`config.mk`:
```
export PLATFORM = sky130hd
export DESIGN_NAME = wb_arbiter_flat
export DESIGN_NICKNAME = d
export VERILOG_FILES = /design/src/design/gallery_pkg.sv /design/src/design/wb_if.sv /design/src/design/wb_arbiter.sv /design/src/flat_wrapper.sv
export SDC_FILE = /design/constraint.sdc
export NUM_CORES = 1
export LEC_CHECK = 0
export BUFFER_PORTS_ARGS = -buffer_cell sky130_fd_sc_hd__buf_2
export CAP_MARGIN = 20
export CORE_AREA = 2 2 49 51
export DETAILED_ROUTE_END_ITERATION = 12
export DIE_AREA = 0 0 51 53
export PLACE_DENSITY = 0.86
export SLEW_MARGIN = 15
export SYNTH_ARGS = -nofsm -noshare
export SYNTH_HDL_FRONTEND = slang
export SYNTH_SLANG_ARGS = --single-unit
```
`constraint.sdc`:
```
create_clock -name CLOCK_50 -period 1.3 [get_ports CLOCK_50]
set_input_delay 0.065 -clock CLOCK_50 [delete_from_list [all_inputs] [get_ports CLOCK_50]]
set_output_delay 0.065 -clock CLOCK_50 [all_outputs]
set_load 0.02 [all_outputs]
```
`src/design/gallery_pkg.sv`:
```
/*
 * Shared geometry and data types for the UART image gallery.
 * Modules refer to these by scoped names into the package.
 */

package gallery_pkg;

  // ==================================================
  // Image geometry
  // ==================================================
  localparam int IMG_W     = 16;
  localparam int IMG_H     = 16;
  localparam int NUM_SLOTS = 4;
  localparam int IMG_BYTES = IMG_W * IMG_H;
  localparam int MEM_BYTES = IMG_BYTES * NUM_SLOTS;

  // Thumbnail keeps every second pixel of every second row
  localparam int THUMB_W = IMG_W / 2;
  localparam int THUMB_H = IMG_H / 2;

  // ==================================================
  // Data types
  // ==================================================
  typedef logic [7:0]                   pixel_t;
  typedef logic [$clog2(MEM_BYTES)-1:0] mem_addr_t;
  typedef logic [$clog2(NUM_SLOTS)-1:0] slot_t;

endpackage

```
`src/design/wb_if.sv`:
```
/*
 * Wishbone classic bus, single byte transfers into the frame memory.
 * One instance per link between a master and a slave.
 */

`timescale 1ns/1ps

interface wb_if;

  logic                  cyc;
  logic                  stb;
  logic                  we;
  gallery_pkg::mem_addr_t adr;
  gallery_pkg::pixel_t   dat_w;
  gallery_pkg::pixel_t   dat_r;
  logic                  ack;

  // Master holds the request until ack comes back
  modport master (
    output cyc, stb, we, adr, dat_w,
    input  dat_r, ack
  );

  modport slave (
    input  cyc, stb, we, adr, dat_w,
    output dat_r, ack
  );

endinterface

```
`src/design/wb_arbiter.sv`:
```
/*
 * Two-master Wishbone classic arbiter in front of the frame memory.
 * m0 wins when both request. The grant is registered and held until
 * the granted master drops cyc; the other master stalls without ack.
 */

`timescale 1ns/1ps

module wb_arbiter (
  input  logic CLOCK_50,
  input  logic DLY_RST_0,
  wb_if.slave  m0,
  wb_if.slave  m1,
  wb_if.master mem
);

  logic busy;
  logic gnt;
  logic sel_cyc;
  logic sel_stb;

  // ==================================================
  // Grant register
  // ==================================================
  always_ff @(posedge CLOCK_50 or negedge DLY_RST_0) begin
    if (!DLY_RST_0) begin
      busy <= 1'b0;
      gnt  <= 1'b0;
    end else if (!busy) begin
      if (m0.cyc && m0.stb) begin
        busy <= 1'b1;
        gnt  <= 1'b0;
      end else if (m1.cyc && m1.stb) begin
        busy <= 1'b1;
        gnt  <= 1'b1;
      end
    end else if (!sel_cyc) begin
      busy <= 1'b0;
    end
  end

  // ==================================================
  // Bus mux
  // ==================================================
  assign sel_cyc = gnt ? m1.cyc : m0.cyc;
  assign sel_stb = gnt ? m1.stb : m0.stb;

  assign mem.cyc   = busy && sel_cyc;
  assign mem.stb   = busy && sel_stb;
  assign mem.we    = gnt ? m1.we    : m0.we;
  assign mem.adr   = gnt ? m1.adr   : m0.adr;
  assign mem.dat_w = gnt ? m1.dat_w : m0.dat_w;

  // Only the granted master sees the response
  assign m0.ack   = busy && !gnt && mem.ack;
  assign m1.ack   = busy && gnt && mem.ack;
  assign m0.dat_r = (busy && !gnt) ? mem.dat_r : '0;
  assign m1.dat_r = (busy && gnt) ? mem.dat_r : '0;

endmodule

```
`src/flat_wrapper.sv`:
```
// flat-port wrapper written by rule: the top's interface ports become plain ports
module wb_arbiter_flat 
  (CLOCK_50, DLY_RST_0, m0_cyc, m0_stb, m0_we, m0_adr, m0_dat_w, m0_dat_r, m0_ack, m1_cyc, m1_stb, m1_we, m1_adr, m1_dat_w, m1_dat_r, m1_ack, mem_cyc, mem_stb, mem_we, mem_adr, mem_dat_w, mem_dat_r, mem_ack);
  wb_if m0_i ();
  wb_if m1_i ();
  wb_if mem_i ();
  input  logic CLOCK_50;
  input  logic DLY_RST_0;
  input wire logic [$bits(m0_i.cyc)-1:0] m0_cyc;
  input wire logic [$bits(m0_i.stb)-1:0] m0_stb;
  input wire logic [$bits(m0_i.we)-1:0] m0_we;
  input wire logic [$bits(m0_i.adr)-1:0] m0_adr;
  input wire logic [$bits(m0_i.dat_w)-1:0] m0_dat_w;
  output wire logic [$bits(m0_i.dat_r)-1:0] m0_dat_r;
  output wire logic [$bits(m0_i.ack)-1:0] m0_ack;
  input wire logic [$bits(m1_i.cyc)-1:0] m1_cyc;
  input wire logic [$bits(m1_i.stb)-1:0] m1_stb;
  input wire logic [$bits(m1_i.we)-1:0] m1_we;
  input wire logic [$bits(m1_i.adr)-1:0] m1_adr;
  input wire logic [$bits(m1_i.dat_w)-1:0] m1_dat_w;
  output wire logic [$bits(m1_i.dat_r)-1:0] m1_dat_r;
  output wire logic [$bits(m1_i.ack)-1:0] m1_ack;
  output wire logic [$bits(mem_i.cyc)-1:0] mem_cyc;
  output wire logic [$bits(mem_i.stb)-1:0] mem_stb;
  output wire logic [$bits(mem_i.we)-1:0] mem_we;
  output wire logic [$bits(mem_i.adr)-1:0] mem_adr;
  output wire logic [$bits(mem_i.dat_w)-1:0] mem_dat_w;
  input wire logic [$bits(mem_i.dat_r)-1:0] mem_dat_r;
  input wire logic [$bits(mem_i.ack)-1:0] mem_ack;
  assign m0_i.cyc = m0_cyc;
  assign m0_i.stb = m0_stb;
  assign m0_i.we = m0_we;
  assign m0_i.adr = m0_adr;
  assign m0_i.dat_w = m0_dat_w;
  assign m0_dat_r = m0_i.dat_r;
  assign m0_ack = m0_i.ack;
  assign m1_i.cyc = m1_cyc;
  assign m1_i.stb = m1_stb;
  assign m1_i.we = m1_we;
  assign m1_i.adr = m1_adr;
  assign m1_i.dat_w = m1_dat_w;
  assign m1_dat_r = m1_i.dat_r;
  assign m1_ack = m1_i.ack;
  assign mem_cyc = mem_i.cyc;
  assign mem_stb = mem_i.stb;
  assign mem_we = mem_i.we;
  assign mem_adr = mem_i.adr;
  assign mem_dat_w = mem_i.dat_w;
  assign mem_i.dat_r = mem_dat_r;
  assign mem_i.ack = mem_ack;
  wb_arbiter u_core (.CLOCK_50(CLOCK_50), .DLY_RST_0(DLY_RST_0), .m0(m0_i), .m1(m1_i), .mem(mem_i));
endmodule
```
==> impl_results.md <==
- Commonest non-fill, non-tap cell in the layout: buf_2
- Setup repair after global routing missed its margin: yes
- Transition time of the tightest slew-check pin: 183 ps
- Critical Setup Path Class: reg -> out
- Biggest area contributors in the synthesized netlist: mux2_4 48%, and2_1 9.5%, and3_1 9.5%
- First-pass GRT wire length: 3.23 mm
- Die width: 51 microns
- CP endpoint kind: output pin
- Leakage dissipation: 0.790 nW
- Top cell type by total area after synthesis: mux2_4
- Syn_area_per_cell: 11.0 sq um
- Cell with the largest stage delay on the worst path: dfrtp_2
- Drt pass-1 iters: 3
- Area of the die: 2700 sq um
- Total clock buffers created by CTS: 3
- Data arrival, critical path: 1300 ps
- Initial antenna violation count: 0
- Fillers: 168
- Total gr overflow: 0
- Violations in the final reports: negative setup slack
- Sequential share of the synthesized area: 0.0842
- Worst Path Max Fanout: 14
- Core area: 2150 sq um
- Vias in the first global route: 758
- #FFs+latches synth: 2
- Post-route DRC: 0
- Post-route minimum period: 1370 ps
- Clock insertion delay at the later pin of the skew report: 230 ps
- Count of endpoints failing setup in the final report: 37
- TritonCTS clock tree: yes
- Post-synthesis cell type count: 14
- Antenna diodes: 0
- Met1 layer wirelength in the final routing: 974 microns
- Post-Syn Instances: 54
- Highest metal layer with signal wires: met4
- Area growth syn-to-layout: 139%
- Highest clock rate: 732 MHz
- Clock-pin transition on the worst setup and hold timing paths: 30 ps
- Violation count after the first detailed-routing iteration: 8
- Ratio of total power to cell area: 1640 nW/um^2
- Post-route setup TNS: -1300 ps
- Worst rel slew slack: 0.876
- Worst stage delay on the critical path: 440 ps
- Wire length reported by the detailed router: 2.99 mm
- Run status: finished with violations
- Cell-by-cell listing of the critical path: buf_12 -> mux2_4 -> buf_2
- DIE HEIGHT: 53 microns
- Final nets: 205
- WP data required: 1240 ps
- Largest net degree at the start of global routing: 29
- Worst-case setup margin in the final layout: -66.9 ps
- Critical path launch point type: flip-flop
- Via density per instance: 4.66
- Worst clock skew on the final layout: 2.46 ps
- Syn Nets: 107
- Pre-CTS setup slack: 164 ps
- Type of the worst min-delay path: in -> async
- Most frequent cells in the layout: 57 x buf_2, 33 x buf_6, 19 x mux2_4
- Count of port buffers added during placement: 91
- Starting density of the core: 0.277
- Number of maximum-capacitance constraint violations: 0
- Synth warnings: 0
- Final clock period utilization by the worst path: 1.05
- Clock root buffer: clkbuf_4
- CTS HTree Levels: 1
- Longest Clk Path Bufs: 2
- Met2 wirelength from detailed routing: 1.74 mm
- Pins over their slew limit: 0
- Via count: 829
- Post-DRT Antenna Nets: 0
- Finished Core Util: 0.661
- Overall power consumption: 2.33 mW
- Final Wtd Congestion: 0.637
- Final-report hold violation count: 0
- Overall routing resource usage: 0.157
- Number of sinks driven by the clock tree: 2
- Final Hold Slack: 160 ps
- Layout cells sized above 1: 0.913
- Synth top area share: 0.480
- Synthesized area: 594 sq um
- Placed wire-length estimate after detailed placement: 1.86 mm
- Detail Route met3 WL: 269 microns
- Max VDD drop: 0.844 mV
- Number of placed I/O pins: 92
- Routed WL per cell: 16.8 microns
- Placement row count: 17
-- stage by stage --
step	cell area (sq um)	instances
floorplan	594	54
global placement	1060	171
finish	1420	178
detailed placement	1060	171
global route	1420	178
CTS	1140	176
-- power breakdown --
group | total, mW | leakage, nW | switching [mW] | internal (mW)
logic | 2.05 | 0.754 | 0.895 | 1.15
registers | 0.139 | 0.0216 | 0.0491 | 0.0895
clock network | 0.143 | 0.0138 | 0.0402 | 0.102
total | 2.33 | 0.790 | 0.984 | 1.34
-- final cells by class --
type,count,area [sq um],share of cell area
Timing Repair Buffer,97,754,0.531
Multi-Input combinational cell,48,556,0.391
Sequential cell,2,52.6,0.0370
Tap cell,28,35.0,0.0247
Clock buffer,3,22.5,0.0159
-- cells in the mapped netlist, drive strengths merged --
cell,n
and3b,1
and2,9
dfrtp,2
mux2,19
and3,9
mux2i,3
nor2b,3
buf,5
a22oi,1
nand2,1
o22a,1
-- routing by layer --
metal	global-route usage	up-vias
met3	0.0452	2
met4	0.0541	0
li1	-	388
met2	0.297	49
met1	0.165	390
met5	0	-
-- state kept, by name, summed over array words and instances, names as in the netlist --
name         flops
u_core.busy      1
u_core.gnt       1
-- cell families (layout without fill, tap and decap cells) --
logic type / after synthesis / after routing / share of synthesized area
multiplexers: 22 / 22 / 0.531
AND/OR/NAND/NOR: 23 / 24 / 0.255
buffers and inverters: 5 / 100 / 0.103
AO/OA/AOI/OAI: 2 / 2 / 0.0274
flip-flops: 2 / 2 / 0.0842
-- critical path, delay by kind of cell, from the launching register on --
| kind | cells | cell delay [ps] |
|---|---|---|
| buffers and inverters | 2 | 330 |
| DFF | 1 | 440 |
| muxes | 1 | 300 |
-- path summary, 6_finish.rpt --
| check | cells past startpoint | slack, ps | start | endpoint |
|---|---|---|---|---|
| setup / recovery | 3 | -70 | u_core.gnt | mem_adr[5] |
| hold / removal | 2 | 160 | DLY_RST_0 | u_core.busy |
| setup reg to reg | 3 | 250 | u_core.gnt | u_core.busy |
| hold reg to reg | 1 | 600 | u_core.busy | u_core.busy |
| max in group asynchronous | 2 | 1030 | DLY_RST_0 | u_core.gnt |
| min in group CLOCK_50 | 3 | 170 | m0_cyc | u_core.gnt |
-- timing repair --
item / 4_1_cts / 5_1_grt
pin swaps: 0 / 3
hold buffers: 1 / 0
cloned: 1 / 1
gates resized for setup: 12 / 73
buffers inserted: 0 / 1
setup endpoints to repair: 29 / 38
endpoints found under the hold margin: 2 / 0
(Power assumes the default switching activity.)
