## src/design/gallery_pkg.sv

```systemverilog
/*
 * Shared geometry and data types for the UART image gallery.
 * Modules refer to these by scoped names into the package.
 */

package gallery_pkg;

  // ==================================================
  // Image geometry
  // ==================================================
  localparam int IMG_W     = 16;
  localparam int IMG_H     = 16;
  localparam int NUM_SLOTS = 4;
  localparam int IMG_BYTES = IMG_W * IMG_H;
  localparam int MEM_BYTES = IMG_BYTES * NUM_SLOTS;

  // Thumbnail keeps every second pixel of every second row
  localparam int THUMB_W = IMG_W / 2;
  localparam int THUMB_H = IMG_H / 2;

  // ==================================================
  // Data types
  // ==================================================
  typedef logic [7:0]                   pixel_t;
  typedef logic [$clog2(MEM_BYTES)-1:0] mem_addr_t;
  typedef logic [$clog2(NUM_SLOTS)-1:0] slot_t;

endpackage

```

## src/design/uart_tx.sv

```systemverilog
/*
 * UART transmitter, 8N1, LSB first.
 * Pulse tx_start with tx_byte valid; tx_done pulses once the stop
 * bit has been sent. Start pulses while busy are ignored.
 */

`timescale 1ns/1ps

module uart_tx #(
  parameter int CLKS_PER_BIT = 434
) (
  input  logic                CLOCK_50,
  input  logic                DLY_RST_0,
  input  logic                tx_start,
  input  gallery_pkg::pixel_t tx_byte,
  output logic                txd,
  output logic                tx_done
);

  localparam int CNT_W = $clog2(CLKS_PER_BIT + 1);

  logic             busy;
  logic [CNT_W-1:0] clk_cnt;
  logic [3:0]       bit_cnt;
  logic [8:0]       shreg;

  always_ff @(posedge CLOCK_50 or negedge DLY_RST_0) begin
    if (!DLY_RST_0) begin
      busy    <= 1'b0;
      txd     <= 1'b1;
      tx_done <= 1'b0;
      clk_cnt <= '0;
      bit_cnt <= '0;
    end else begin
      tx_done <= 1'b0;
      if (!busy) begin
        if (tx_start) begin
          // Start bit goes out right away
          busy    <= 1'b1;
          txd     <= 1'b0;
          clk_cnt <= '0;
          bit_cnt <= '0;
        end
      end else if (clk_cnt == CNT_W'(CLKS_PER_BIT - 1)) begin
        clk_cnt <= '0;
        if (bit_cnt == 4'd9) begin
          busy    <= 1'b0;
          tx_done <= 1'b1;
        end else begin
          txd     <= shreg[0];
          bit_cnt <= bit_cnt + 1'b1;
        end
      end else begin
        clk_cnt <= clk_cnt + 1'b1;
      end
    end
  end

  // Data bits then the stop bit shift out as ones refill the top
  always_ff @(posedge CLOCK_50) begin
    if (!busy && tx_start) begin
      shreg <= {1'b1, tx_byte};
    end else if (busy && clk_cnt == CNT_W'(CLKS_PER_BIT - 1)) begin
      shreg <= {1'b1, shreg[8:1]};
    end
  end

endmodule

```

## config.mk

```make
export PLATFORM = sky130hd
export DESIGN_NAME = uart_tx
export DESIGN_NICKNAME = d
export VERILOG_FILES = /design/src/design/gallery_pkg.sv /design/src/design/uart_tx.sv
export SDC_FILE = /design/constraint.sdc
export NUM_CORES = 1
export LEC_CHECK = 0
export BUFFER_PORTS_ARGS = -buffer_cell sky130_fd_sc_hd__clkbuf_2
export CORE_ASPECT_RATIO = 1.2
export CORE_MARGIN = 8
export CORE_UTILIZATION = 60
export DETAILED_ROUTE_END_ITERATION = 6
export PLACE_DENSITY = 0.81
export SLEW_MARGIN = 20
export SYNTH_ARGS = -nofsm -noshare
export SYNTH_HDL_FRONTEND = slang
export SYNTH_SLANG_ARGS = --single-unit
```

## constraint.sdc

```tcl
create_clock -name CLOCK_50 -period 2.9 [get_ports CLOCK_50]
set_input_delay 0.145 -clock CLOCK_50 [delete_from_list [all_inputs] [get_ports CLOCK_50]]
set_output_delay 0.145 -clock CLOCK_50 [all_outputs]
set_load 0.005 [all_outputs]
```

==> results_dict.tcl, run 1 <==
set metrics [dict create \
    critPathSlowestCell "nor2_1" \
    synth_flop_cell "dfrtp_1" \
    crit_required_ns 2.87 \
    insertion_delay_ns 0.32 \
    worst_slew_pin_slew_ns 0.6555 \
    fin_tns_setup_ns 0 \
    final-setup-viol-count 0 \
    relSlewSlack_pct 56.21 \
    cp.depth 3 \
    cts_htree_levels 1 \
    post-cts-setup-buffers 0 \
    num_rows 18 \
    hp-class "primary input to flop" \
    synth_top_area_cell "dfrtp_1" \
    rr_worst_depth 3 \
    gp_congestion 0.8406 \
    max_stage_delay_ns 0.55 \
    routed_via_density 6.287 \
    synth_area_leaders "dfrtp_1 (31%), edfxtp_1 (20%), mux2_2 (6.5%)" \
    crit_buf_inv 0 \
    maxCapViolCount 0 \
    cts.clk_slew.worst_paths_ns 0.12 \
    start_util_pct 61.43 \
    dr.pass1.iters 4 \
    grt_max_degree 17 \
    synth-seq-cells 24 \
    syn_area_um2 1217 \
    tritoncts "built" \
    arrival_ns 2.03 \
    cts-root-buf "clkbuf_4" \
    ios 13 \
    status "complete, no violations" \
    synth.most_common_cell "dfrtp_1" \
    route.vias.total 899 \
    grt_pass1_vias 910 \
    grt_pass1_wl_um 3933 \
    rsz0062_at_grt "no" \
    core_area_um2 1982 \
    dieArea_um2 3733 \
    grt_overflow 0 \
    cts.sinks 24 \
    route.detailed.drc 0 \
    io_buffers 12 \
    pwr_density_cell_nw_per_um2 702.2 \
    die_h_um 65.35 \
    syn_nets 123 \
    antenna_cells 0 \
    netlist_top_cells_count "dfrtp_1 (15), nand2_1 (10), edfxtp_1 (8), nand3_1 (8), mux2_2 (7)" \
    area_growth_pct 9.455 \
    detail-route-antenna-nets 0 \
    skew_ns 0.001975 \
    finalHoldViolCount 0 \
    ys_warn_count 0 \
    dp_hpwl_um 1725 \
    postSynthAreaPerCell_um2 11.27 \
    antenna_found_initial 0 \
    worstPathMaxFanout 8 \
    finalCritPeriodShare_pct 70.90 \
    crit_chain "nor4b_2, a21oi_1, nor2_1" \
    syn_inst 108 \
    die_w_um 57.12 \
    cts_buffer_depth 2 \
    rrSetupSlack_ns 0.84 \
    numCtsBuffers 3 \
    first_iter_violations 24 \
    drv_slew 0 \
    grt_use_total_pct 13.06 \
    final_layout_size_suffix_gt1_share_pct 23.58 \
    clock.fmax_mhz 486.4 \
    synth-async-reset-ratio_pct 66.67 \
    hold_depth 2 \
    drt_wl_total_um 2252 \
    total_power_uw 935.7 \
    path_class "flop to flop" \
    final_nets 139 \
    cellLeakagePower_nw 0.5480 \
    synth_edf_count 8 \
    synthDistinctLibCells 41 \
    seq_area_frac_synth_pct 52.72 \
    wire_per_inst_um 15.75 \
    crit_family "simple AND/OR/NAND/NOR gates" \
    vdd_drop_max_mv 0.4020 \
    startpoint_type "flop" \
    synth.top_cell.area_share_pct 30.83 \
    min_period_ns 2.056 \
    endpoint_kind "flop" \
]
kinds of logic after synthesis:
family,synth area share (%)
AND/OR/NAND/NOR,19.84
flip-flops,52.72
buffers and inverters,2.054
adder cells (fa/ha/maj),4.111
multiplexers,7.297
XOR/XNOR,2.159
AO/OA/AOI/OAI,11.82
per-stage QoR:
step / instances / setup slack [ns] / area [um2] / utilization (%) / hold slack (ns)
after global placement: 138 / 0.9748 / 1296 / 65.40 / 0.08273
final: 143 / 0.8440 / 1333 / 67.23 / 0.08485
after floorplan: 108 / 1.131 / 1217 / - / -0.1506
after detailed placement: 138 / 0.8366 / 1296 / 65.40 / 0.08431
after global routing: 143 / 0.6671 / 1333 / 67.23 / 0.09212
after CTS: 143 / 0.8378 / 1333 / 67.23 / 0.08812
state kept, by name (all words and copies together), names as in the netlist:
name     cells
txd          1
busy         1
shreg        8
tx_done      1
bit_cnt      4
clk_cnt      9
power by group:
group	internal, mW	leakage [nW]	switching, mW	total [mW]
combinational	0.120	0.277	0.107	0.227
sequential	0.440	0.256	0.117	0.556
clock	0.0539	0.0150	0.0980	0.152
final cells by class:
class / instances / area, um2
fill: 159 / 649.4
timing repair buffer: 14 / 77.57
clock buffer: 4 / 26.28
sequential: 24 / 641.9
tap: 20 / 25.02
multi-input combinational: 78 / 550.5
inverter: 3 / 11.26
routing by layer:
| metal | vias up | track usage, % | part of all wire [%] |
|---|---|---|---|
| met3 | 5 | 2.505 | 2.8 |
| met1 | 441 | 13.46 | 41 |
| met2 | 14 | 23.23 | 54 |
| met5 | - | 0 | 0 |
| li1 | 439 | - | - |
| met4 | 0 | 8.824 | 2.4 |
cells in the final DEF, fill, tap and decap left out, drive strengths merged, types with 3 or more instances in the layout:
cell type / count
ha: 4
dfrtp: 15
nor2: 5
and3: 3
edfxtp: 8
nand2: 10
a31oi: 3
nand3: 8
o21ai: 8
clkbuf: 16
mux2: 7
inv: 3
path summary, 6_finish.rpt:
check                                  startpoint                endpoint
min in group asynchronous               DLY_RST_0       tx_done$_DFF_PN0_
setup reg to reg           clk_cnt[3]$_DFFE_PN0P_      shreg[0]$_DFFE_PP_
hold reg to reg                   txd$_DFFE_PN1P_         txd$_DFFE_PN1P_
max in group asynchronous               DLY_RST_0         txd$_DFFE_PN1P_
setup / recovery           clk_cnt[3]$_DFFE_PN0P_      shreg[0]$_DFFE_PP_
hold / removal                         tx_byte[7]  shreg[7]$_SDFFCE_PN1P_
repair_timing:
item	4_1_cts	5_1_grt
endpoints found under the hold margin	15	0
hold buffers	1	0
gates resized for setup	0	0
Power figures use the tool's default switching activity.
==> run 2, diff against run 1 <==
--- a/config.mk
+++ b/config.mk
@@ -8,9 +8,9 @@
 export BUFFER_PORTS_ARGS = -buffer_cell sky130_fd_sc_hd__clkbuf_2
 export CORE_ASPECT_RATIO = 1.2
 export CORE_MARGIN = 8
-export CORE_UTILIZATION = 60
+export CORE_UTILIZATION = 51
 export DETAILED_ROUTE_END_ITERATION = 6
-export PLACE_DENSITY = 0.81
+export PLACE_DENSITY = 0.73
 export SLEW_MARGIN = 20
 export SYNTH_ARGS = -nofsm -noshare
 export SYNTH_HDL_FRONTEND = slang
==> constraint.sdc (replaced) <==
create_clock -name CLOCK_50 -period 1.8 [get_ports CLOCK_50]
set_input_delay 0.09 -clock CLOCK_50 [delete_from_list [all_inputs] [get_ports CLOCK_50]]
set_output_delay 0.09 -clock CLOCK_50 [all_outputs]
set_load 0.005 [all_outputs]
==> run 2 against run 1 <==
Clock power rose to 2.6 times the previous value. Critical path type unchanged. Via count increased by 6.1%. Design area increased by 8.5%. Critical path depth is 3 higher. Largest cell class unchanged. Largest power group unchanged. Highest routed layer unchanged. Power up 86%.
==> results_dict.tcl, run 2 (same netlist as run 1, synthesis figures left out) <==
set metrics [dict create \
    fin_tns_setup_ns 0 \
    dieArea_um2 4213 \
    skew_ns 0.005412 \
    startpoint_type "flop" \
    start_util_pct 53.34 \
    fill_cells 192 \
    route.detailed.drc 0 \
    holdWs_ns 0.03243 \
    worstPathMaxFanout 3 \
    maxCapViolCount 0 \
    grt_use_total_pct 12.74 \
    vdd_drop_max_mv 0.6466 \
    relSlewSlack_pct 73.63 \
    min_period_ns 1.682 \
    antenna_found_initial 0 \
    grt_pass1_vias 963 \
    dr.pass1.iters 6 \
    place_area_um2 1370 \
    cts-root-buf "clkbuf_4" \
    worst_slew_pin_slew_ns 0.3956 \
    rrSetupSlack_ns 0.12 \
    routed_via_density 5.889 \
    grt_pass1_wl_um 4250 \
    timing.rr.end "bit_cnt[1]$_DFFE_PN0P_" \
    final_layout_size_suffix_gt1_share_pct 29.77 \
    drt_wl_total_um 2577 \
    io_buffers 12 \
    final_nets 147 \
    ios 13 \
    wire_per_inst_um 15.91 \
    fin_cells 162 \
    route.vias.total 954 \
    largest_register_ffs 9 \
    fin_area_um2 1445 \
    cellLeakagePower_nw 0.6067 \
    pwr_density_cell_nw_per_um2 1206 \
    crit_required_ns 2.04 \
    cts_buffer_depth 2 \
    rsz0062_at_grt "no" \
    dp_hpwl_um 1884 \
    clock.fmax_mhz 594.7 \
    cts.clk_slew.worst_paths_ns 0.14 \
    finalCritPeriodShare_pct 93.42 \
    cts_htree_levels 1 \
    status "complete, no violations" \
    hp-start "tx_byte[7]" \
    grt_overflow 0 \
    finalHoldViolCount 0 \
    numCtsBuffers 3 \
    antenna_cells 0 \
    dp_cells 157 \
    cts.sinks 24 \
    die_h_um 69.52 \
    top_regs "clk_cnt x9, shreg x8, bit_cnt x4" \
    endpoint_kind "flop" \
    insertion_delay_ns 0.32 \
    path_class "flop to flop" \
    regMostFlops "clk_cnt" \
    hold_end "shreg[7]$_SDFFCE_PN1P_" \
    gp_congestion 0.8387 \
    core_area_um2 2282 \
    rr_startpoint "clk_cnt[1]$_DFFE_PN0P_" \
    hp-class "primary input to flop" \
    final_common_cell "dfrtp_1" \
    drv_slew 0 \
    hold_depth 2 \
    num_rows 19 \
    fin_util_pct 63.32 \
    grt_max_degree 17 \
    rr_worst_depth 6 \
    detail-route-antenna-nets 0 \
    tritoncts "built" \
    arrival_ns 1.92 \
    die_w_um 60.60 \
    layout_common_cells "dfrtp_1 (15), clkbuf_2 (12), nand2_1 (10)" \
    first_iter_violations 47 \
    area_growth_pct 18.71 \
    final-setup-viol-count 0 \
]
==> run 2: cell types whose count changed in the layout (fill, tap and decap cells not counted) <==
cell       previous run  this run
buf_4                 1         9
a21oi_1               2         1
a21oi_2               0         1
bufinv_16             0         1
clkbuf_1              1         0
nor4b_2               1         0
nor4b_4               0         1
==> run 2: repair_timing <==
action | 4_1_cts | 5_1_grt
endpoints found under the setup margin | 0 | 9
hold buffers | 1 | 0
endpoints found under the hold margin | 16 | 0
buffers inserted | 0 | 0
resized for setup | 0 | 2
==> run 2: final cells by class <==
class	instances	area [um2]	area share, %
multi-input cells	78	563.0	38.96
repair buffers	22	137.6	9.524
inverters	3	11.26	0.7792
well taps	31	38.79	2.684
clock buffers	3	22.52	1.558
flip-flops and latches	24	641.9	44.42
clock inverters	1	30.03	2.078
==> run 2: layer usage <==
layer / global-route usage, % / routed length (um) / share of wire (%)
met4: 5.714 / 33 / 1.3
met3: 2.968 / 99 / 3.8
met1: 15.47 / 1122 / 44
met2: 20.26 / 1322 / 51
met5: 0 / 0 / 0
==> run 2: worst max-delay path by stage <==
stage | from | to | slack (ns) | cells past startpoint
4_1_cts | clk_cnt[1]$_DFFE_PN0P_ | shreg[5]$_DFFE_PP_ | 0.11 | 6
3_5_place_dp | clk_cnt[1]$_DFFE_PN0P_ | shreg[5]$_DFFE_PP_ | 0.14 | 6
2_1_floorplan | clk_cnt[3]$_DFFE_PN0P_ | shreg[0]$_DFFE_PP_ | 0.03 | 3
3_3_place_gp | clk_cnt[1]$_DFFE_PN0P_ | shreg[7]$_SDFFCE_PN1P_ | 0.19 | 6
6_report | clk_cnt[1]$_DFFE_PN0P_ | bit_cnt[1]$_DFFE_PN0P_ | 0.12 | 6
5_1_grt | clk_cnt[1]$_DFFE_PN0P_ | bit_cnt[1]$_DFFE_PN0P_ | 0.003 | 6
==> run 2: worst max-delay path, stage by stage, from the launching register on <==
cell      delay [ns]
dfrtp_1         0.41
inv_1           0.09
ha_1            0.17
and4_1          0.24
nand2_1         0.12
or4_1           0.48
o311ai_1        0.08
==> run 2: stage by stage <==
stage,worst slack [ns],power [mW]
after floorplan,0.03094,1.144
after global placement,0.1880,1.282
after detailed placement,0.1450,1.311
after CTS,0.1148,1.715
after global routing,0.002953,1.849
final,0.1185,1.742
==> run 2: where the power goes <==
part           internal [mW]  switching [mW]
clock                  0.225           0.175
combinational          0.231           0.213
sequential             0.708           0.190
