$ cat src/design/gallery_pkg.sv
/*
 * Shared geometry and data types for the UART image gallery.
 * Modules refer to these by scoped names into the package.
 */

package gallery_pkg;

  // ==================================================
  // Image geometry
  // ==================================================
  localparam int IMG_W     = 16;
  localparam int IMG_H     = 16;
  localparam int NUM_SLOTS = 4;
  localparam int IMG_BYTES = IMG_W * IMG_H;
  localparam int MEM_BYTES = IMG_BYTES * NUM_SLOTS;

  // Thumbnail keeps every second pixel of every second row
  localparam int THUMB_W = IMG_W / 2;
  localparam int THUMB_H = IMG_H / 2;

  // ==================================================
  // Data types
  // ==================================================
  typedef logic [7:0]                   pixel_t;
  typedef logic [$clog2(MEM_BYTES)-1:0] mem_addr_t;
  typedef logic [$clog2(NUM_SLOTS)-1:0] slot_t;

endpackage

$ cat src/design/uart_rx.sv
/*
 * UART receiver, 8N1, LSB first.
 * Produces one byte per frame with a single-cycle rx_valid at the
 * end of the stop bit. CLKS_PER_BIT sets the baud rate.
 */

`timescale 1ns/1ps

module uart_rx #(
  parameter int CLKS_PER_BIT = 434
) (
  input  logic                CLOCK_50,
  input  logic                DLY_RST_0,
  input  logic                rxd,
  output gallery_pkg::pixel_t rx_byte,
  output logic                rx_valid
);

  localparam int CNT_W = $clog2(2 * CLKS_PER_BIT);

  typedef enum logic [1:0] {S_IDLE, S_START, S_DATA, S_STOP} state_t;

  state_t              state;
  logic [1:0]          rxd_sync;
  logic                rxd_s;
  logic [CNT_W-1:0]    clk_cnt;
  logic [2:0]          bit_idx;
  logic                stop_ok;
  gallery_pkg::pixel_t shift;

  assign rxd_s   = rxd_sync[1];
  assign rx_byte = shift;

  // Two-flop synchronizer that resets to the idle high level
  always_ff @(posedge CLOCK_50 or negedge DLY_RST_0) begin
    if (!DLY_RST_0) begin
      rxd_sync <= 2'b11;
    end else begin
      rxd_sync <= {rxd_sync[0], rxd};
    end
  end

  always_ff @(posedge CLOCK_50 or negedge DLY_RST_0) begin
    if (!DLY_RST_0) begin
      state    <= S_IDLE;
      clk_cnt  <= '0;
      bit_idx  <= '0;
      stop_ok  <= 1'b0;
      rx_valid <= 1'b0;
    end else begin
      rx_valid <= 1'b0;
      clk_cnt  <= clk_cnt + 1'b1;
      case (state)
        S_IDLE: begin
          clk_cnt <= '0;
          if (!rxd_s) begin
            state <= S_START;
          end
        end
        // Recheck the line at mid start bit to reject glitches
        S_START: begin
          if (clk_cnt == CNT_W'(CLKS_PER_BIT / 2 - 1)) begin
            clk_cnt <= '0;
            bit_idx <= '0;
            state   <= rxd_s ? S_IDLE : S_DATA;
          end
        end
        S_DATA: begin
          if (clk_cnt == CNT_W'(CLKS_PER_BIT - 1)) begin
            clk_cnt <= '0;
            bit_idx <= bit_idx + 1'b1;
            if (bit_idx == 3'd7) begin
              state <= S_STOP;
            end
          end
        end
        S_STOP: begin
          if (clk_cnt == CNT_W'(CLKS_PER_BIT - 1)) begin
            stop_ok <= rxd_s;
          end
          // Half a bit past mid stop
          if (clk_cnt == CNT_W'(CLKS_PER_BIT + CLKS_PER_BIT / 2 - 1)) begin
            rx_valid <= stop_ok;
            state    <= S_IDLE;
          end
        end
        default: state <= S_IDLE;
      endcase
    end
  end

  // Data bits shift in from the top, so bit 0 ends up at the bottom
  always_ff @(posedge CLOCK_50) begin
    if (state == S_DATA && clk_cnt == CNT_W'(CLKS_PER_BIT - 1)) begin
      shift <= {rxd_s, shift[7:1]};
    end
  end

endmodule

$ cat config.mk
export PLATFORM = sky130hd
export DESIGN_NAME = uart_rx
export DESIGN_NICKNAME = d
export VERILOG_FILES = /design/src/design/gallery_pkg.sv /design/src/design/uart_rx.sv
export SDC_FILE = /design/constraint.sdc
export NUM_CORES = 1
export LEC_CHECK = 0
export ABC_AREA = 1
export BUFFER_PORTS_ARGS = -buffer_cell sky130_fd_sc_hd__buf_2
export CORE_ASPECT_RATIO = 1.4
export CORE_MARGIN = 2
export CORE_UTILIZATION = 50
export DETAILED_ROUTE_END_ITERATION = 8
export MAX_ROUTING_LAYER = met4
export PLACE_DENSITY = 0.67
export SYNTH_ARGS = -nofsm -noshare
export SYNTH_HDL_FRONTEND = slang
export SYNTH_SLANG_ARGS = --single-unit
$ cat constraint.sdc
create_clock -name CLOCK_50 -period 2.5 [get_ports CLOCK_50]
set_clock_uncertainty 0.1 [all_clocks]
set_input_delay 0.375 -clock CLOCK_50 [delete_from_list [all_inputs] [get_ports CLOCK_50]]
set_output_delay 0.375 -clock CLOCK_50 [all_outputs]
set_load 0.05 [all_outputs]
==> results_dict.tcl, run 1 <==
set metrics [dict create \
    vias 1004 \
    period_needed_ns 1.73 \
    grt_overflow 0 \
    hold_ws_ns 0.266 \
    tightest_slew_ns 0.426 \
    track_usage_pct 18.6 \
    reg2reg_from "clk_cnt[1]" \
    synth.cell_area_sq_um 1360 \
    total_leakage_power_nw 0.711 \
    ys_types 26 \
    cts_root_buf "clkbuf_4" \
    yosys_warnings 0 \
    syn_inst 149 \
    cp_max_fo 9 \
    setup_viol 0 \
    post_drt_wl_per_cell_um 12.1 \
    avgSynthCellArea_sq_um 9.11 \
    core_area_sq_um 2620 \
    hold_path_class "register to register" \
    grt_antenna_before_repair 0 \
    drv_cap 0 \
    drc 0 \
    fillers 242 \
    rsz0062_at_grt "false" \
    period_share_pct 69.1 \
    dpl.hpwl_um 1870 \
    grt_pass1_wl_um 4200 \
    seq_area_frac_synth_pct 52.9 \
    synthToLayoutAreaGrowth_pct 10.2 \
    cts_setup_buffers 0 \
    initial_core_util_pct 51.9 \
    detailedPlace.worstSlack_ns 0.794 \
    clk_pin_slew_ns 0.14 \
    dieArea_sq_um 3150 \
    grt_max_degree 20 \
    antennaDiodeCount 0 \
    dr.pass1.iters 4 \
    nets 175 \
    clock_latency_ns 0.33 \
    port_buffers 11 \
    required_ns 2.42 \
    tns_ns 0 \
    relSlewSlack_pct 71.6 \
    cts_buffer_depth 2 \
    crit_arrival_ns 1.65 \
    die_y_um 65.7 \
    final_common_cell "nand2_1" \
    ff2ff_path_depth 6 \
    die_w_um 48.0 \
    clock_sinks 27 \
    hold_end "rxd_sync[1]" \
    dp.cells 195 \
    worstHoldStart "rxd_sync[0]" \
    drt-initial-drc-count 28 \
    status "complete, no violations" \
    critPathLaunchType "register" \
    gp_congestion 0.878 \
    ir_drop_v 0.000335 \
    drive_above_1_share_pct 20.0 \
    final_cell_mix "30 x nand2_1, 22 x inv_1, 21 x nor2_1" \
    power_density_nw_per_um2 444 \
    fmax_ghz 0.579 \
    slew_viol_final 0 \
    min_path_cells 0 \
    ioPinCount 12 \
    ant_nets 0 \
    std_cell_rows 22 \
    end_kind "register" \
    first_global_vias 997 \
    drt-vias-per-instance 5.00 \
    path_class "register to register" \
    cts_buffers 3 \
    rr_endpoint "rx_byte[5]" \
    placed_area_sq_um 1450 \
    fin_area_sq_um 1500 \
    r2r_slack_ns 0.77 \
    ys_seq_elements 27 \
    setup_ws_ns 0.772 \
    syn_nets 158 \
    final_hold_viol_count 0 \
    cts_tree "done" \
    fin_cells 201 \
    htreeDepth 1 \
    routed_wl_um 2430 \
]
==> sequential cells by signal, summed over array words and instances (netlist names), named ones only <==
register  flops
clk_cnt      10
rx_byte       8
bit_idx       3
rxd_sync      2
rx_valid      1
state         1
stop_ok       1
==> worst max-delay path, cell delays in order, from the launching register on <==
cell and delay (ns):
dfrtp_1 0.45, inv_1 0.10, ha_1 0.14, nand2_1 0.06, nor2_2 0.11, nand3_1 0.16, inv_1 0.30
==> worst max-delay path by stage <==
stage	start	end	slack (ns)	cells past startpoint
2_1_floorplan	clk_cnt[1]	rx_byte[0]	0.94	6
3_3_place_gp	clk_cnt[1]	rx_byte[3]	0.86	6
3_5_place_dp	clk_cnt[1]	rx_byte[5]	0.79	6
4_1_cts	clk_cnt[1]	rx_byte[5]	0.77	6
5_1_grt	clk_cnt[1]	rx_byte[1]	0.63	6
6_report	clk_cnt[1]	rx_byte[5]	0.77	6
==> timing repair <==
action,in CTS,in global routing
hold buffers,1,1
hold endpoints to repair,17,1
resized for setup,0,0
endpoints found under the setup margin,0,0
==> routing by layer <==
| metal | part of all wire (%) | up-vias | wire length [um] | GRT usage (%) |
|---|---|---|---|---|
| li1 | - | 498 | - | - |
| met1 | 44 | 484 | 1060 | 22.6 |
| met2 | 53 | 16 | 1280 | 31.5 |
| met3 | 1.7 | 6 | 42 | 2.47 |
| met4 | 1.9 | 0 | 47 | 4.39 |
| met5 | 0 | - | 0 | - |
==> per-stage QoR <==
step / util [%] / power (mW)
floorplan: - / 0.466
global placement: 55.3 / 0.474
detailed placement: 55.3 / 0.475
CTS: 56.8 / 0.667
global route: 57.2 / 0.692
finish: 57.2 / 0.665
==> Yosys cell counts (all sizes together) <==
| master | n | share of area (%) |
|---|---|---|
| dfstp | 2 | 3.9 |
| nor2 | 26 | 8.8 |
| nand3 | 15 | 6.3 |
| dfrtp | 17 | 31 |
| o21ai | 3 | 1.1 |
| xor2 | 3 | 1.9 |
| inv | 24 | 6.8 |
| xnor2 | 1 | 0.65 |
| edfxtp | 8 | 18 |
| nand2 | 35 | 11 |
| o31ai | 1 | 0.55 |
| nor4 | 1 | 0.46 |
| nor3 | 2 | 1.1 |
| buf | 1 | 0.83 |
| nand4 | 3 | 1.8 |
| ha | 6 | 5.5 |
| o21bai | 1 | 0.55 |
==> cell families after synthesis <==
logic type	synth area share [%]
simple gates	29.1
flops	52.9
buf+inv	7.65
fa+ha+maj	5.53
compound gates	2.21
xor+xnor	2.58
==> area by class of cell <==
class	instances	area [sq um]	area share [%]
sequential	27	718	48.0
clock inverter	1	7.51	0.502
inverter	24	92.6	6.19
timing repair buffer	13	75.1	5.02
clock buffer	3	22.5	1.51
multi-input combinational	97	536	35.8
tap	36	45.0	3.01
==> report_power, final <==
group	internal [mW]	switching [mW]	leakage [nW]	total (mW)
clock network	0.0613	0.136	0.0139	0.197
logic	0.00360	0.00715	0.382	0.0108
registers	0.456	0.000947	0.315	0.457
No activity file was read; power rests on OpenSTA's default activity.
==> run 2, diff against run 1 <==
==> constraint.sdc (replaced) <==
create_clock -name CLOCK_50 -period 1.66 [get_ports CLOCK_50]
set_clock_uncertainty 0.1 [all_clocks]
set_input_delay 0.249 -clock CLOCK_50 [delete_from_list [all_inputs] [get_ports CLOCK_50]]
set_output_delay 0.249 -clock CLOCK_50 [all_outputs]
set_load 0.05 [all_outputs]
==> run 2 against run 1 <==
Compared with the run above: die area is the same; setup slack lost 0.66 ns; core utilization grew 3.0 points; maximum frequency grew 12%; first-iteration DRC count grew 11%; register-to-register slack lost 0.66 ns.
==> results_dict.tcl, run 2 (synthesis results as in run 1) <==
set metrics [dict create \
    drv_cap 0 \
    std_cell_rows 22 \
    gp_congestion 0.839 \
    critPathLaunchType "register" \
    fin_util_pct 60.2 \
    synthToLayoutAreaGrowth_pct 16.0 \
    cts_buffer_depth 2 \
    detailedPlace.worstSlack_ns 0.0291 \
    antennaDiodeCount 0 \
    drt-vias-per-instance 4.92 \
    rsz0062_at_grt "false" \
    grt_overflow 0 \
    routed_wl_um 2500 \
    reg2reg_from "clk_cnt[0]" \
    relSlewSlack_pct 72.0 \
    ff2ff_path_depth 9 \
    power_density_nw_per_um2 634 \
    end_kind "register" \
    required_ns 1.80 \
    post_drt_wl_per_cell_um 12.0 \
    ir_drop_v 0.000533 \
    period_share_pct 93.1 \
    nets 182 \
    grt_antenna_before_repair 0 \
    clock_latency_ns 0.34 \
    core_area_sq_um 2620 \
    path_buf_inv 3 \
    dp.cells 199 \
    r2r_slack_ns 0.11 \
    largest_register "clk_cnt" \
    status "complete, no violations" \
    initial_core_util_pct 51.9 \
    dr.pass1.iters 4 \
    drive_above_1_share_pct 27.3 \
    vias 1023 \
    final_hold_viol_count 0 \
    dieArea_sq_um 3150 \
    clk_pin_slew_ns 0.15 \
    die_y_um 65.7 \
    htreeDepth 1 \
    ant_nets 0 \
    setup_viol 0 \
    p_sw_mw 0.214 \
    final_common_cell "nand2_1" \
    intPower_mw 0.784 \
    total_leakage_power_nw 0.744 \
    slowest_delay_ns 0.46 \
    rr_endpoint "clk_cnt[2]" \
    clock_sinks 27 \
    dpl.hpwl_um 1890 \
    period_needed_ns 1.55 \
    finalPower_mw 0.998 \
    die_w_um 48.0 \
    switching_share_pct 21.5 \
    drt-initial-drc-count 31 \
    clkPwrFrac_pct 29.5 \
    seq_power_share_pct 68.9 \
    setup_ws_ns 0.115 \
    cts_tree "done" \
    port_buffers 11 \
    path_delay_family "flip-flops" \
    ioPinCount 12 \
    crit_slowest_cell "dfrtp_1" \
    path_class "register to register" \
    slew_viol_final 0 \
    crit_top_cell "nor2_1" \
    cts_buffers 3 \
    tns_ns 0 \
    hold_path_class "input port to asynchronous set/reset pin" \
    cp_cell_sequence "inv_2 > ha_2 > inv_1 > nor2_1 > nand3_1 > nand2_2 > nand3_4 > clkinvlp_4 > nor2_1" \
    cp_max_fo 5 \
    cts_root_buf "clkbuf_4" \
    drc 0 \
    tightest_slew_ns 0.420 \
    grt_max_degree 20 \
    grt_pass1_wl_um 3910 \
    combPwrFrac_pct 1.6 \
    largest_reg_flops 10 \
    final_cell_mix "29 x nand2_1, 20 x inv_1, 20 x nor2_1" \
    first_global_vias 947 \
    fmax_ghz 0.647 \
    fin_cells 208 \
    crit_arrival_ns 1.68 \
    track_usage_pct 17.9 \
]
-- run 2: changes by cell type in the layout (fill, tap and decap cells not counted), sizes merged --
cell,previous run,this run
clkinvlp,1,2
buf,11,17
-- run 2: worst max path at each step --
stage	startpoint	end	slack (ns)	cells past startpoint
after detailed placement	clk_cnt[1]	rx_byte[4]	0.03	6
after floorplan	clk_cnt[1]	rx_byte[0]	0.10	6
final	clk_cnt[0]	clk_cnt[2]	0.11	9
after global routing	clk_cnt[1]	clk_cnt[2]	0.009	9
after global placement	clk_cnt[1]	rx_byte[7]	0.04	6
after CTS	clk_cnt[1]	rx_byte[7]	0.005	6
-- run 2: metal layers --
| layer | global-route usage (%) | vias up | routed length, um |
|---|---|---|---|
| met5 | - | - | 0 |
| met4 | 7.09 | 0 | 44 |
| met3 | 2.47 | 5 | 47 |
| met2 | 30.2 | 11 | 1410 |
| met1 | 20.5 | 493 | 995 |
| li1 | - | 514 | - |
-- run 2: repair_timing --
action | in CTS | in global routing
hold buffers | 2 | 0
setup endpoints to repair | 0 | 23
setup buffers | 0 | 2
endpoints found under the hold margin | 18 | 0
gates resized for setup | 0 | 9
-- run 2: final cells by class --
cell class | instances | area, sq um
Inverter | 24 | 92.6
Timing Repair inverter | 1 | 7.51
Clock inverter | 1 | 7.51
Fill cell | 231 | 1040
Tap cell | 36 | 45.0
Timing Repair Buffer | 19 | 120
Sequential cell | 27 | 719
Clock buffer | 3 | 22.5
Multi-Input combinational cell | 97 | 561
-- run 2: power by group through the flow --
stage,sequential [mW],combinational (mW),clock (mW)
2_1_floorplan,0.700,0.00159,0
3_3_place_gp,0.701,0.0127,0
3_5_place_dp,0.701,0.0134,0
4_1_cts,0.688,0.0169,0.306
5_1_grt,0.689,0.0189,0.343
6_report,0.688,0.0158,0.294
-- run 2: metrics by stage --
stage / cell area, sq um / hold WS (ns)
after CTS: 1530 / 0.263
after detailed placement: 1480 / 0.113
after global routing: 1580 / 0.273
after global placement: 1480 / 0.101
after floorplan: 1360 / -0.147
final: 1580 / 0.247
