### src/design/gallery_pkg.sv
/*
 * Shared geometry and data types for the UART image gallery.
 * Modules refer to these by scoped names into the package.
 */

package gallery_pkg;

  // ==================================================
  // Image geometry
  // ==================================================
  localparam int IMG_W     = 16;
  localparam int IMG_H     = 16;
  localparam int NUM_SLOTS = 4;
  localparam int IMG_BYTES = IMG_W * IMG_H;
  localparam int MEM_BYTES = IMG_BYTES * NUM_SLOTS;

  // Thumbnail keeps every second pixel of every second row
  localparam int THUMB_W = IMG_W / 2;
  localparam int THUMB_H = IMG_H / 2;

  // ==================================================
  // Data types
  // ==================================================
  typedef logic [7:0]                   pixel_t;
  typedef logic [$clog2(MEM_BYTES)-1:0] mem_addr_t;
  typedef logic [$clog2(NUM_SLOTS)-1:0] slot_t;

endpackage

### src/design/wb_if.sv
/*
 * Wishbone classic bus, single byte transfers into the frame memory.
 * One instance per link between a master and a slave.
 */

`timescale 1ns/1ps

interface wb_if;

  logic                  cyc;
  logic                  stb;
  logic                  we;
  gallery_pkg::mem_addr_t adr;
  gallery_pkg::pixel_t   dat_w;
  gallery_pkg::pixel_t   dat_r;
  logic                  ack;

  // Master holds the request until ack comes back
  modport master (
    output cyc, stb, we, adr, dat_w,
    input  dat_r, ack
  );

  modport slave (
    input  cyc, stb, we, adr, dat_w,
    output dat_r, ack
  );

endinterface

### src/design/image_loader.sv
/*
 * Routes received bytes either into frame memory or to the slot register.
 * With load_mode high each byte becomes one Wishbone write at the
 * wrapping write pointer; otherwise its low bits select the slot.
 */

`timescale 1ns/1ps

module image_loader (
  input  logic                CLOCK_50,
  input  logic                DLY_RST_0,
  input  logic                load_mode,
  input  gallery_pkg::pixel_t rx_byte,
  input  logic                rx_valid,
  output gallery_pkg::slot_t  cur_slot,
  wb_if.master                bus
);

  localparam gallery_pkg::mem_addr_t LAST_ADDR =
    gallery_pkg::mem_addr_t'(gallery_pkg::MEM_BYTES - 1);

  gallery_pkg::mem_addr_t wr_ptr;
  gallery_pkg::pixel_t    pend_byte;
  logic                   wr_busy;

  // Write-only master
  assign bus.cyc   = wr_busy;
  assign bus.stb   = wr_busy;
  assign bus.we    = 1'b1;
  assign bus.adr   = wr_ptr;
  assign bus.dat_w = pend_byte;

  always_ff @(posedge CLOCK_50 or negedge DLY_RST_0) begin
    if (!DLY_RST_0) begin
      wr_busy  <= 1'b0;
      wr_ptr   <= '0;
      cur_slot <= '0;
    end else begin
      if (wr_busy && bus.ack) begin
        wr_busy <= 1'b0;
        wr_ptr  <= (wr_ptr == LAST_ADDR) ? '0 : wr_ptr + 1'b1;
      end
      // A byte frame is far longer than one access, so no overlap
      if (rx_valid) begin
        if (load_mode) begin
          wr_busy <= 1'b1;
        end else begin
          cur_slot <= rx_byte[$bits(gallery_pkg::slot_t)-1:0];
        end
      end
    end
  end

  always_ff @(posedge CLOCK_50) begin
    if (rx_valid && load_mode) begin
      pend_byte <= rx_byte;
    end
  end

endmodule

### src/flat_wrapper.sv
// flat-port wrapper written by rule: the top's interface ports become plain ports
module image_loader_flat 
  (CLOCK_50, DLY_RST_0, load_mode, rx_byte, rx_valid, cur_slot, bus_cyc, bus_stb, bus_we, bus_adr, bus_dat_w, bus_dat_r, bus_ack);
  wb_if bus_i ();
  input  logic CLOCK_50;
  input  logic DLY_RST_0;
  input  logic load_mode;
  input  gallery_pkg::pixel_t rx_byte;
  input  logic rx_valid;
  output gallery_pkg::slot_t cur_slot;
  output wire logic [$bits(bus_i.cyc)-1:0] bus_cyc;
  output wire logic [$bits(bus_i.stb)-1:0] bus_stb;
  output wire logic [$bits(bus_i.we)-1:0] bus_we;
  output wire logic [$bits(bus_i.adr)-1:0] bus_adr;
  output wire logic [$bits(bus_i.dat_w)-1:0] bus_dat_w;
  input wire logic [$bits(bus_i.dat_r)-1:0] bus_dat_r;
  input wire logic [$bits(bus_i.ack)-1:0] bus_ack;
  assign bus_cyc = bus_i.cyc;
  assign bus_stb = bus_i.stb;
  assign bus_we = bus_i.we;
  assign bus_adr = bus_i.adr;
  assign bus_dat_w = bus_i.dat_w;
  assign bus_i.dat_r = bus_dat_r;
  assign bus_i.ack = bus_ack;
  image_loader u_core (.CLOCK_50(CLOCK_50), .DLY_RST_0(DLY_RST_0), .load_mode(load_mode), .rx_byte(rx_byte), .rx_valid(rx_valid), .cur_slot(cur_slot), .bus(bus_i));
endmodule
### config.mk
export PLATFORM = sky130hd
export DESIGN_NAME = image_loader_flat
export DESIGN_NICKNAME = d
export VERILOG_FILES = /design/src/design/gallery_pkg.sv /design/src/design/wb_if.sv /design/src/design/image_loader.sv /design/src/flat_wrapper.sv
export SDC_FILE = /design/constraint.sdc
export NUM_CORES = 1
export LEC_CHECK = 0
export BUFFER_PORTS_ARGS = -buffer_cell sky130_fd_sc_hd__buf_2
export CORE_MARGIN = 1.5
export CORE_UTILIZATION = 44
export CTS_CLUSTER_DIAMETER = 150
export DETAILED_ROUTE_END_ITERATION = 16
export PLACE_DENSITY = 0.82
export SLEW_MARGIN = 20
export SYNTH_ARGS = -nofsm -noshare
export SYNTH_HDL_FRONTEND = slang
export SYNTH_SLANG_ARGS = --single-unit
### constraint.sdc
create_clock -name CLOCK_50 -period 1.75 [get_ports CLOCK_50]
set_input_delay 0.2625 -clock CLOCK_50 [delete_from_list [all_inputs] [get_ports CLOCK_50]]
set_output_delay 0.2625 -clock CLOCK_50 [all_outputs]
set_load 0.01 [all_outputs]
==> qor.csv, run 1 <==
stage,metric,value,unit
place,GP Congestion,0.827,
setup_path,reg-to-reg startpoint,u_core.bus.adr[0]$_DFFE_PN0P_,
clock_tree,Clock Sinks,21,
timing,Setup TNS,0,ps
timing,Min Hold Slack,140,ps
outcome,outcome,"complete, no violations",
clock_tree,Worst-path clk slew,120,ps
power_and_ir_drop,combinational power share,20.9,%
yosys,Cell variety after synth,29,
clock_tree,CTS root buf,clkbuf_4,
timing,period utilization,84.2,%
layout,area grow syn2layout,24.4,%
power_and_ir_drop,peak supply drop,0.509,mV
route,DR vias,664,
yosys,Seq cells post-synth,21,
power_and_ir_drop,LEAKAGE,0.522,nW
global_route,largest net degree at the start of global routing,14,
power_and_ir_drop,Clock Power Share,20.0,%
floorplan,core box area,0.00192,sq mm
timing,unrepaired setup endpoints after global routing,no,
yosys,Syn Nets,93,
setup_path,largest fanout on the critical path,7,
power_and_ir_drop,Net Switching,0.000344,W
layout,post-layout util,57.2,%
route,via/cell ratio,4.96,
layout,# fillers,161,
power_and_ir_drop,Int Power,0.000772,W
timing,relative max-transition margin,63.1,%
floorplan,initial core utilization,46.0,%
setup_path,critical path endpoint category,register,
route,"wirelength, routed",1520,um
floorplan,Die H,47.8,um
floorplan,die width,47.8,um
timing,setup violators final,0,
clock_tree,cts bufs inserted,3,
global_route,vias in the first global route,506,
setup_path,crit path from,u_core.bus.adr[0]$_DFFE_PN0P_,
global_route,gr usage total,13.7,%
hold_path,Hold Startpoint,rx_byte[3],
timing,Final Critical Period,1470,ps
layout,fin cells,134,
setup_path,Setup CP Type,register to register,
setup_path,CP arrival,1640,ps
power_and_ir_drop,PwrDens,1020,mW/mm^2
global_route,GRT Residual Overflow,0,
hold_path,worst hold path type,input pin to register,
global_route,initial antenna violation count,0,
clock_tree,latest clock arrival within the worst-skew pair,290,ps
route,DRC,0,
timing,"Slew Viols, Final",0,
timing,Fin. Hold Viols,0,
setup_path,flop2flop setup slack,280,ps
layout,Final Instance Area,0.00110,sq mm
route,Pre-antenna DRT Iters,4,
setup_path,worst path required time,1910,ps
layout,fin nets,130,
timing,Clock Skew,4.26,ps
yosys,sequential fraction of the synthesis area,64.0,%
yosys,Cells after Synth,71,
clock_tree,CTS Buffer Depth,2,
floorplan,die area,0.00229,sq mm
yosys,Post-Syn Area per Cell,12.4,sq um
layout,Ant. Diodes,0,
place,Inst Count DP,129,
route,Avg WL per Cell,11.4,um
place,dpl hpwl,1140,um
place,"Cell Area, Placed",0.00106,sq mm
floorplan,IO Count,44,
timing,fmax,679,MHz
setup_path,Worst setup SP type,register,
yosys,"Cell Area, Synth",883,sq um
place,Port Buffer Count,34,
layout,layout cells sized above 1,39.3,%
route,initial DRC count,12,
clock_tree,CTS tree,built,
yosys,Synth Warn #,0,
route,Final ANT Viol Nets,0,
floorplan,Row Count,16,
power_and_ir_drop,part of the power in registers,59.1,%
global_route,first-pass GRT wire length,2170,um
timing,worst slew pin tran,548,ps
clock_tree,H-Tree Depth,1,
power_and_ir_drop,Sw Ratio,30.8,%
job,total of max-cap violations,0,
layout by cell type, fill, tap and decap left out, types with 3 or more instances in the layout:
master    instances
xor2_1            3
a21oi_1           4
o21ai_1           3
buf_2            34
nor3_1            3
dfrtp_1          13
nand2_1           8
clkbuf_4          3
nand3_1           3
edfxtp_1          8
state kept, by name (all words and copies together) (netlist names):
register          count
u_core.bus.dat_w      8
u_core.bus.adr       10
u_core.cur_slot       2
u_core.bus.cyc        1
metal layers:
metal	track usage (%)	share of wire [%]
met1	18.5	46
met2	21.6	49
met3	2.26	3.8
met4	6.49	1.4
met5	0	0
metrics by stage:
step                worst slack (ps)  power, W
detailed placement               321  0.000904
global route                     155   0.00119
global placement                 347  0.000895
floorplan                        406  0.000796
finish                           277   0.00112
CTS                              307   0.00112
layout make-up:
type	instances	area, sq um	area share, %
Tap cell	27	33.8	3.08
Clock buffer	3	22.5	2.05
Clock inverter	1	5.00	0.456
Multi-Input combinational cell	46	288	26.2
Timing Repair Buffer	35	180	16.4
Inverter	1	3.75	0.342
Sequential cell	21	566	51.5
kinds of logic (layout without fill, tap and decap cells):
family	count (synthesis)	after routing	share of synthesized area, %
xor+xnor	4	4	3.97
compound gates	12	12	7.79
simple gates	26	26	16.4
fa+ha+maj	1	1	1.42
other cells	1	1	0.425
mux	2	2	2.55
buf+inv	4	40	3.40
flops	21	21	64.0
timing repair:
| item | in CTS | in global routing |
|---|---|---|
| endpoints found under the hold margin | 13 | 0 |
| setup buffers | 0 | 0 |
| gates resized for setup | 0 | 0 |
| hold buffers | 1 | 0 |
critical path: stages (launching register included):
cell and delay, ps:
dfrtp_1 470, ha_1 250, nand3_1 110, nor4_1 430, a21oi_1 80
synthesized netlist by cell type, drive strengths merged:
master	number	area share [%]
dfrtp	13	37
edfxtp	8	27
nand2	8	3.4
o21ai	5	2.8
a21oi	4	2.3
nand3	4	2.8
buf	3	3.0
nor3	3	1.7
xor2	3	3.0
mux2	2	2.5
nand4	2	2.1
or3	2	1.4
or4	2	1.7
a21o	1	0.85
and2	1	0.71
conb	1	0.42
ha	1	1.4
inv	1	0.42
nor2	1	0.42
nor2b	1	0.71
nor4	1	0.71
o31ai	1	0.85
o41ai	1	0.99
or2	1	0.71
xnor2	1	0.99
final timing paths:
check	endpoint	cells past startpoint
max	u_core.bus.adr[3]$_DFFE_PN0P_	4
min	u_core.bus.dat_w[3]$_DFFE_PP_	1
max reg2reg	u_core.bus.adr[3]$_DFFE_PN0P_	4
min reg2reg	u_core.bus.adr[8]$_DFFE_PN0P_	1
max in group asynchronous	u_core.cur_slot[0]$_DFFE_PN0P_	2
min in group asynchronous	u_core.bus.adr[4]$_DFFE_PN0P_	2
power by group through the flow:
stage / Clock (W) / Combinational [W] / Sequential [W]
2_1_floorplan: 0 / 0.000103 / 0.000693
3_3_place_gp: 0 / 0.000228 / 0.000667
3_5_place_dp: 0 / 0.000235 / 0.000669
4_1_cts: 0.000227 / 0.000237 / 0.000658
5_1_grt: 0.000254 / 0.000268 / 0.000672
6_report: 0.000223 / 0.000234 / 0.000659
Power figures use the tool's default switching activity.
==> run 2: changes to the inputs <==
--- a/config.mk
+++ b/config.mk
@@ -7,10 +7,10 @@
 export LEC_CHECK = 0
 export BUFFER_PORTS_ARGS = -buffer_cell sky130_fd_sc_hd__buf_2
 export CORE_MARGIN = 1.5
-export CORE_UTILIZATION = 44
+export CORE_UTILIZATION = 39
 export CTS_CLUSTER_DIAMETER = 150
 export DETAILED_ROUTE_END_ITERATION = 16
-export PLACE_DENSITY = 0.82
+export PLACE_DENSITY = 0.78
 export SLEW_MARGIN = 20
 export SYNTH_ARGS = -nofsm -noshare
 export SYNTH_HDL_FRONTEND = slang
==> constraint.sdc (replaced) <==
create_clock -name CLOCK_50 -period 1.3 [get_ports CLOCK_50]
set_input_delay 0.195 -clock CLOCK_50 [delete_from_list [all_inputs] [get_ports CLOCK_50]]
set_output_delay 0.195 -clock CLOCK_50 [all_outputs]
set_load 0.01 [all_outputs]
==> qor.csv, run 2 (synthesis results as in run 1) <==
stage,metric,value,unit,change
outcome,outcome,"finished, violations left",,"was complete, no violations"
outcome,failing checks,setup timing,,
layout,"commonest cells after routing, fill and taps aside","buf_2 (34), buf_4 (18), dfrtp_1 (10)",,"was buf_2 (34), dfrtp_1 (13), nand2_1 (8), edfxtp_1 (8), a21oi_1 (4)"
layout,fin nets,149,,was 130
floorplan,Row Count,17,,was 16
clock_tree,latest clock arrival within the worst-skew pair,290,ps,about the same
layout,Ant. Diodes,0,,unchanged
clock_tree,Clock Sinks,21,,unchanged
floorplan,initial core utilization,40.7,%,was 46.0%
setup_path,CP arrival,1520,ps,was 1640 ps
power_and_ir_drop,total power,0.00174,W,was 0.00112 W
floorplan,die width,50.6,um,was 47.8 um
power_and_ir_drop,combinational power share,32.0,%,was 20.9%
setup_path,reg-to-reg startpoint,u_core.bus.adr[1]$_DFFE_PN0P_,,was u_core.bus.adr[0]$_DFFE_PN0P_
place,GP Congestion,0.735,,was 0.827
floorplan,IO Count,44,,unchanged
timing,Final Critical Period,1340,ps,was 1470 ps
floorplan,core box area,0.00217,sq mm,was 0.00192 sq mm
route,Pre-antenna DRT Iters,4,,unchanged
clock_tree,H-Tree Depth,1,,unchanged
power_and_ir_drop,Int Power,0.00118,W,was 0.000772 W
clock_tree,CTS Buffer Depth,2,,unchanged
place,"Cell Area, Placed",0.00115,sq mm,was 0.00106 sq mm
global_route,initial antenna violation count,0,,unchanged
floorplan,Die H,50.6,um,was 47.8 um
clock_tree,Worst-path clk slew,120,ps,about the same
route,DR vias,772,,was 664
route,"wirelength, routed",2030,um,was 1520 um
hold_path,Hold Crit Endpoint,u_core.bus.dat_w[3]$_DFFE_PP_,,unchanged
clock_tree,cts bufs inserted,3,,unchanged
layout,Final Instance Area,0.00134,sq mm,was 0.00110 sq mm
setup_path,capture point of the worst reg-to-reg path,u_core.bus.adr[5]$_DFFE_PN0P_,,was u_core.bus.adr[3]$_DFFE_PN0P_
timing,Fin. Hold Viols,0,,unchanged
setup_path,Worst setup SP type,register,,unchanged
hold_path,Hold Path Depth,1,,unchanged
global_route,vias in the first global route,683,,was 506
setup_path,largest fanout on the critical path,3,,was 7
power_and_ir_drop,Net Switching,0.000562,W,was 0.000344 W
hold_path,worst hold path type,input pin to register,,unchanged
route,DRC,0,,unchanged
timing,period utilization,103,%,was 84.2%
layout,area grow syn2layout,51.4,%,was 24.4%
timing,fmax,747,MHz,was 679 MHz
place,Port Buffer Count,34,,unchanged
setup_path,reg2reg path depth,5,,was 4
timing,PnR worst setup slack,-37.9,ps,was 277 ps
global_route,GRT Residual Overflow,0,,unchanged
place,dpl hpwl,1410,um,was 1140 um
timing,setup violators final,5,,was 0
clock_tree,CTS tree,built,,unchanged
place,pre-CTS worst setup slack,-8.45,ps,was 321 ps
timing,Min Hold Slack,72.1,ps,was 140 ps
route,initial DRC count,16,,was 12
layout,layout cells sized above 1,59.5,%,was 39.3%
setup_path,flop2flop setup slack,-40,ps,was 280 ps
setup_path,Setup CP Type,register to register,,unchanged
power_and_ir_drop,part of the power in registers,50.8,%,was 59.1%
power_and_ir_drop,Clock Power Share,17.2,%,was 20.0%
timing,Clock Skew,10.7,ps,was 4.26 ps
floorplan,die area,0.00256,sq mm,was 0.00229 sq mm
power_and_ir_drop,PwrDens,1300,mW/mm^2,was 1020 mW/mm^2
power_and_ir_drop,peak supply drop,0.844,mV,was 0.509 mV
route,via/cell ratio,5.01,,was 4.96
hold_path,Hold Startpoint,rx_byte[3],,unchanged
route,Avg WL per Cell,13.2,um,was 11.4 um
layout,max reg flops,10,,unchanged
global_route,largest net degree at the start of global routing,14,,unchanged
setup_path,worst path required time,1490,ps,was 1910 ps
global_route,first-pass GRT wire length,2930,um,was 2170 um
layout,# fillers,167,,was 161
route,Final ANT Viol Nets,0,,unchanged
global_route,gr usage total,15.4,%,was 13.7%
timing,unrepaired setup endpoints after global routing,yes,,was no
power_and_ir_drop,LEAKAGE,0.645,nW,was 0.522 nW
clock_tree,CTS root buf,clkbuf_4,,unchanged
timing,"Slew Viols, Final",0,,unchanged
setup_path,critical path endpoint category,register,,unchanged
power_and_ir_drop,Sw Ratio,32.3,%,was 30.8%
layout,"most common cell after layout, fill and taps aside",buf_2,,unchanged
job,total of max-cap violations,0,,unchanged
-- run 2: power groups by stage --
stage	Combinational (W)	Sequential, W	Clock, W
2_1_floorplan	0.000139	0.000936	0
3_3_place_gp	0.000434	0.000873	0
3_5_place_dp	0.000448	0.000875	0
4_1_cts	0.000451	0.000863	0.000314
5_1_grt	0.000610	0.000894	0.000346
6_report	0.000556	0.000884	0.000299
-- run 2: worst max-delay path by stage --
stage,startpoint,slack [ps],end,cells after the start
3_5_place_dp,u_core.bus.adr[4]$_DFFE_PN0P_,-8,u_core.bus.adr[9]$_DFFE_PN0P_,3
6_report,u_core.bus.adr[1]$_DFFE_PN0P_,-40,u_core.bus.adr[5]$_DFFE_PN0P_,5
2_1_floorplan,u_core.bus.adr[2]$_DFFE_PN0P_,4,u_core.bus.adr[9]$_DFFE_PN0P_,4
3_3_place_gp,u_core.bus.adr[4]$_DFFE_PN0P_,5,u_core.bus.adr[9]$_DFFE_PN0P_,3
5_1_grt,u_core.bus.adr[3]$_DFFE_PN0P_,-100,u_core.bus.adr[9]$_DFFE_PN0P_,3
4_1_cts,u_core.bus.adr[7]$_DFFE_PN0P_,-0.6,u_core.bus.adr[9]$_DFFE_PN0P_,3
-- run 2: what timing repair did --
item / CTS / global route
gates cloned: 0 / 0
hold endpoints to repair: 13 / 0
hold buffers: 1 / 0
buffers inserted: 0 / 8
setup endpoints to repair: 1 / 8
resized for setup: 1 / 17
pin swaps: 2 / 5
-- run 2: layout make-up --
type	count	area [sq um]	share of cell area [%]
sequential	21	569	42.6
multi-input combinational	46	375	28.1
timing repair buffer	54	327	24.4
clock inverter	1	5.00	0.374
tap	28	35.0	2.62
inverter	1	3.75	0.281
clock buffer	3	22.5	1.68
-- run 2: critical path: stages (launching register included) --
cell	delay, ps
dfrtp_1	440
ha_4	180
nand3_4	80
nor4_4	300
buf_4	180
a21oi_1	50
-- run 2: metrics by stage --
step	utilization, %	std cells	setup TNS, ps
6_report	61.6	154	-124
3_3_place_gp	53.2	142	0
4_1_cts	55.4	147	-0.649
5_1_grt	61.6	154	-483
2_1_floorplan	-	71	0
3_5_place_dp	53.2	142	-8.45
-- run 2: metal layers --
layer	GRT usage, %	vias to the layer above	wire length (um)	part of all wire, %
met4	9.91	0	34	1.7
met2	24.3	31	1020	50
met3	1.79	2	115	5.7
met5	0	-	0	0
li1	-	363	-	-
met1	20.1	376	854	42
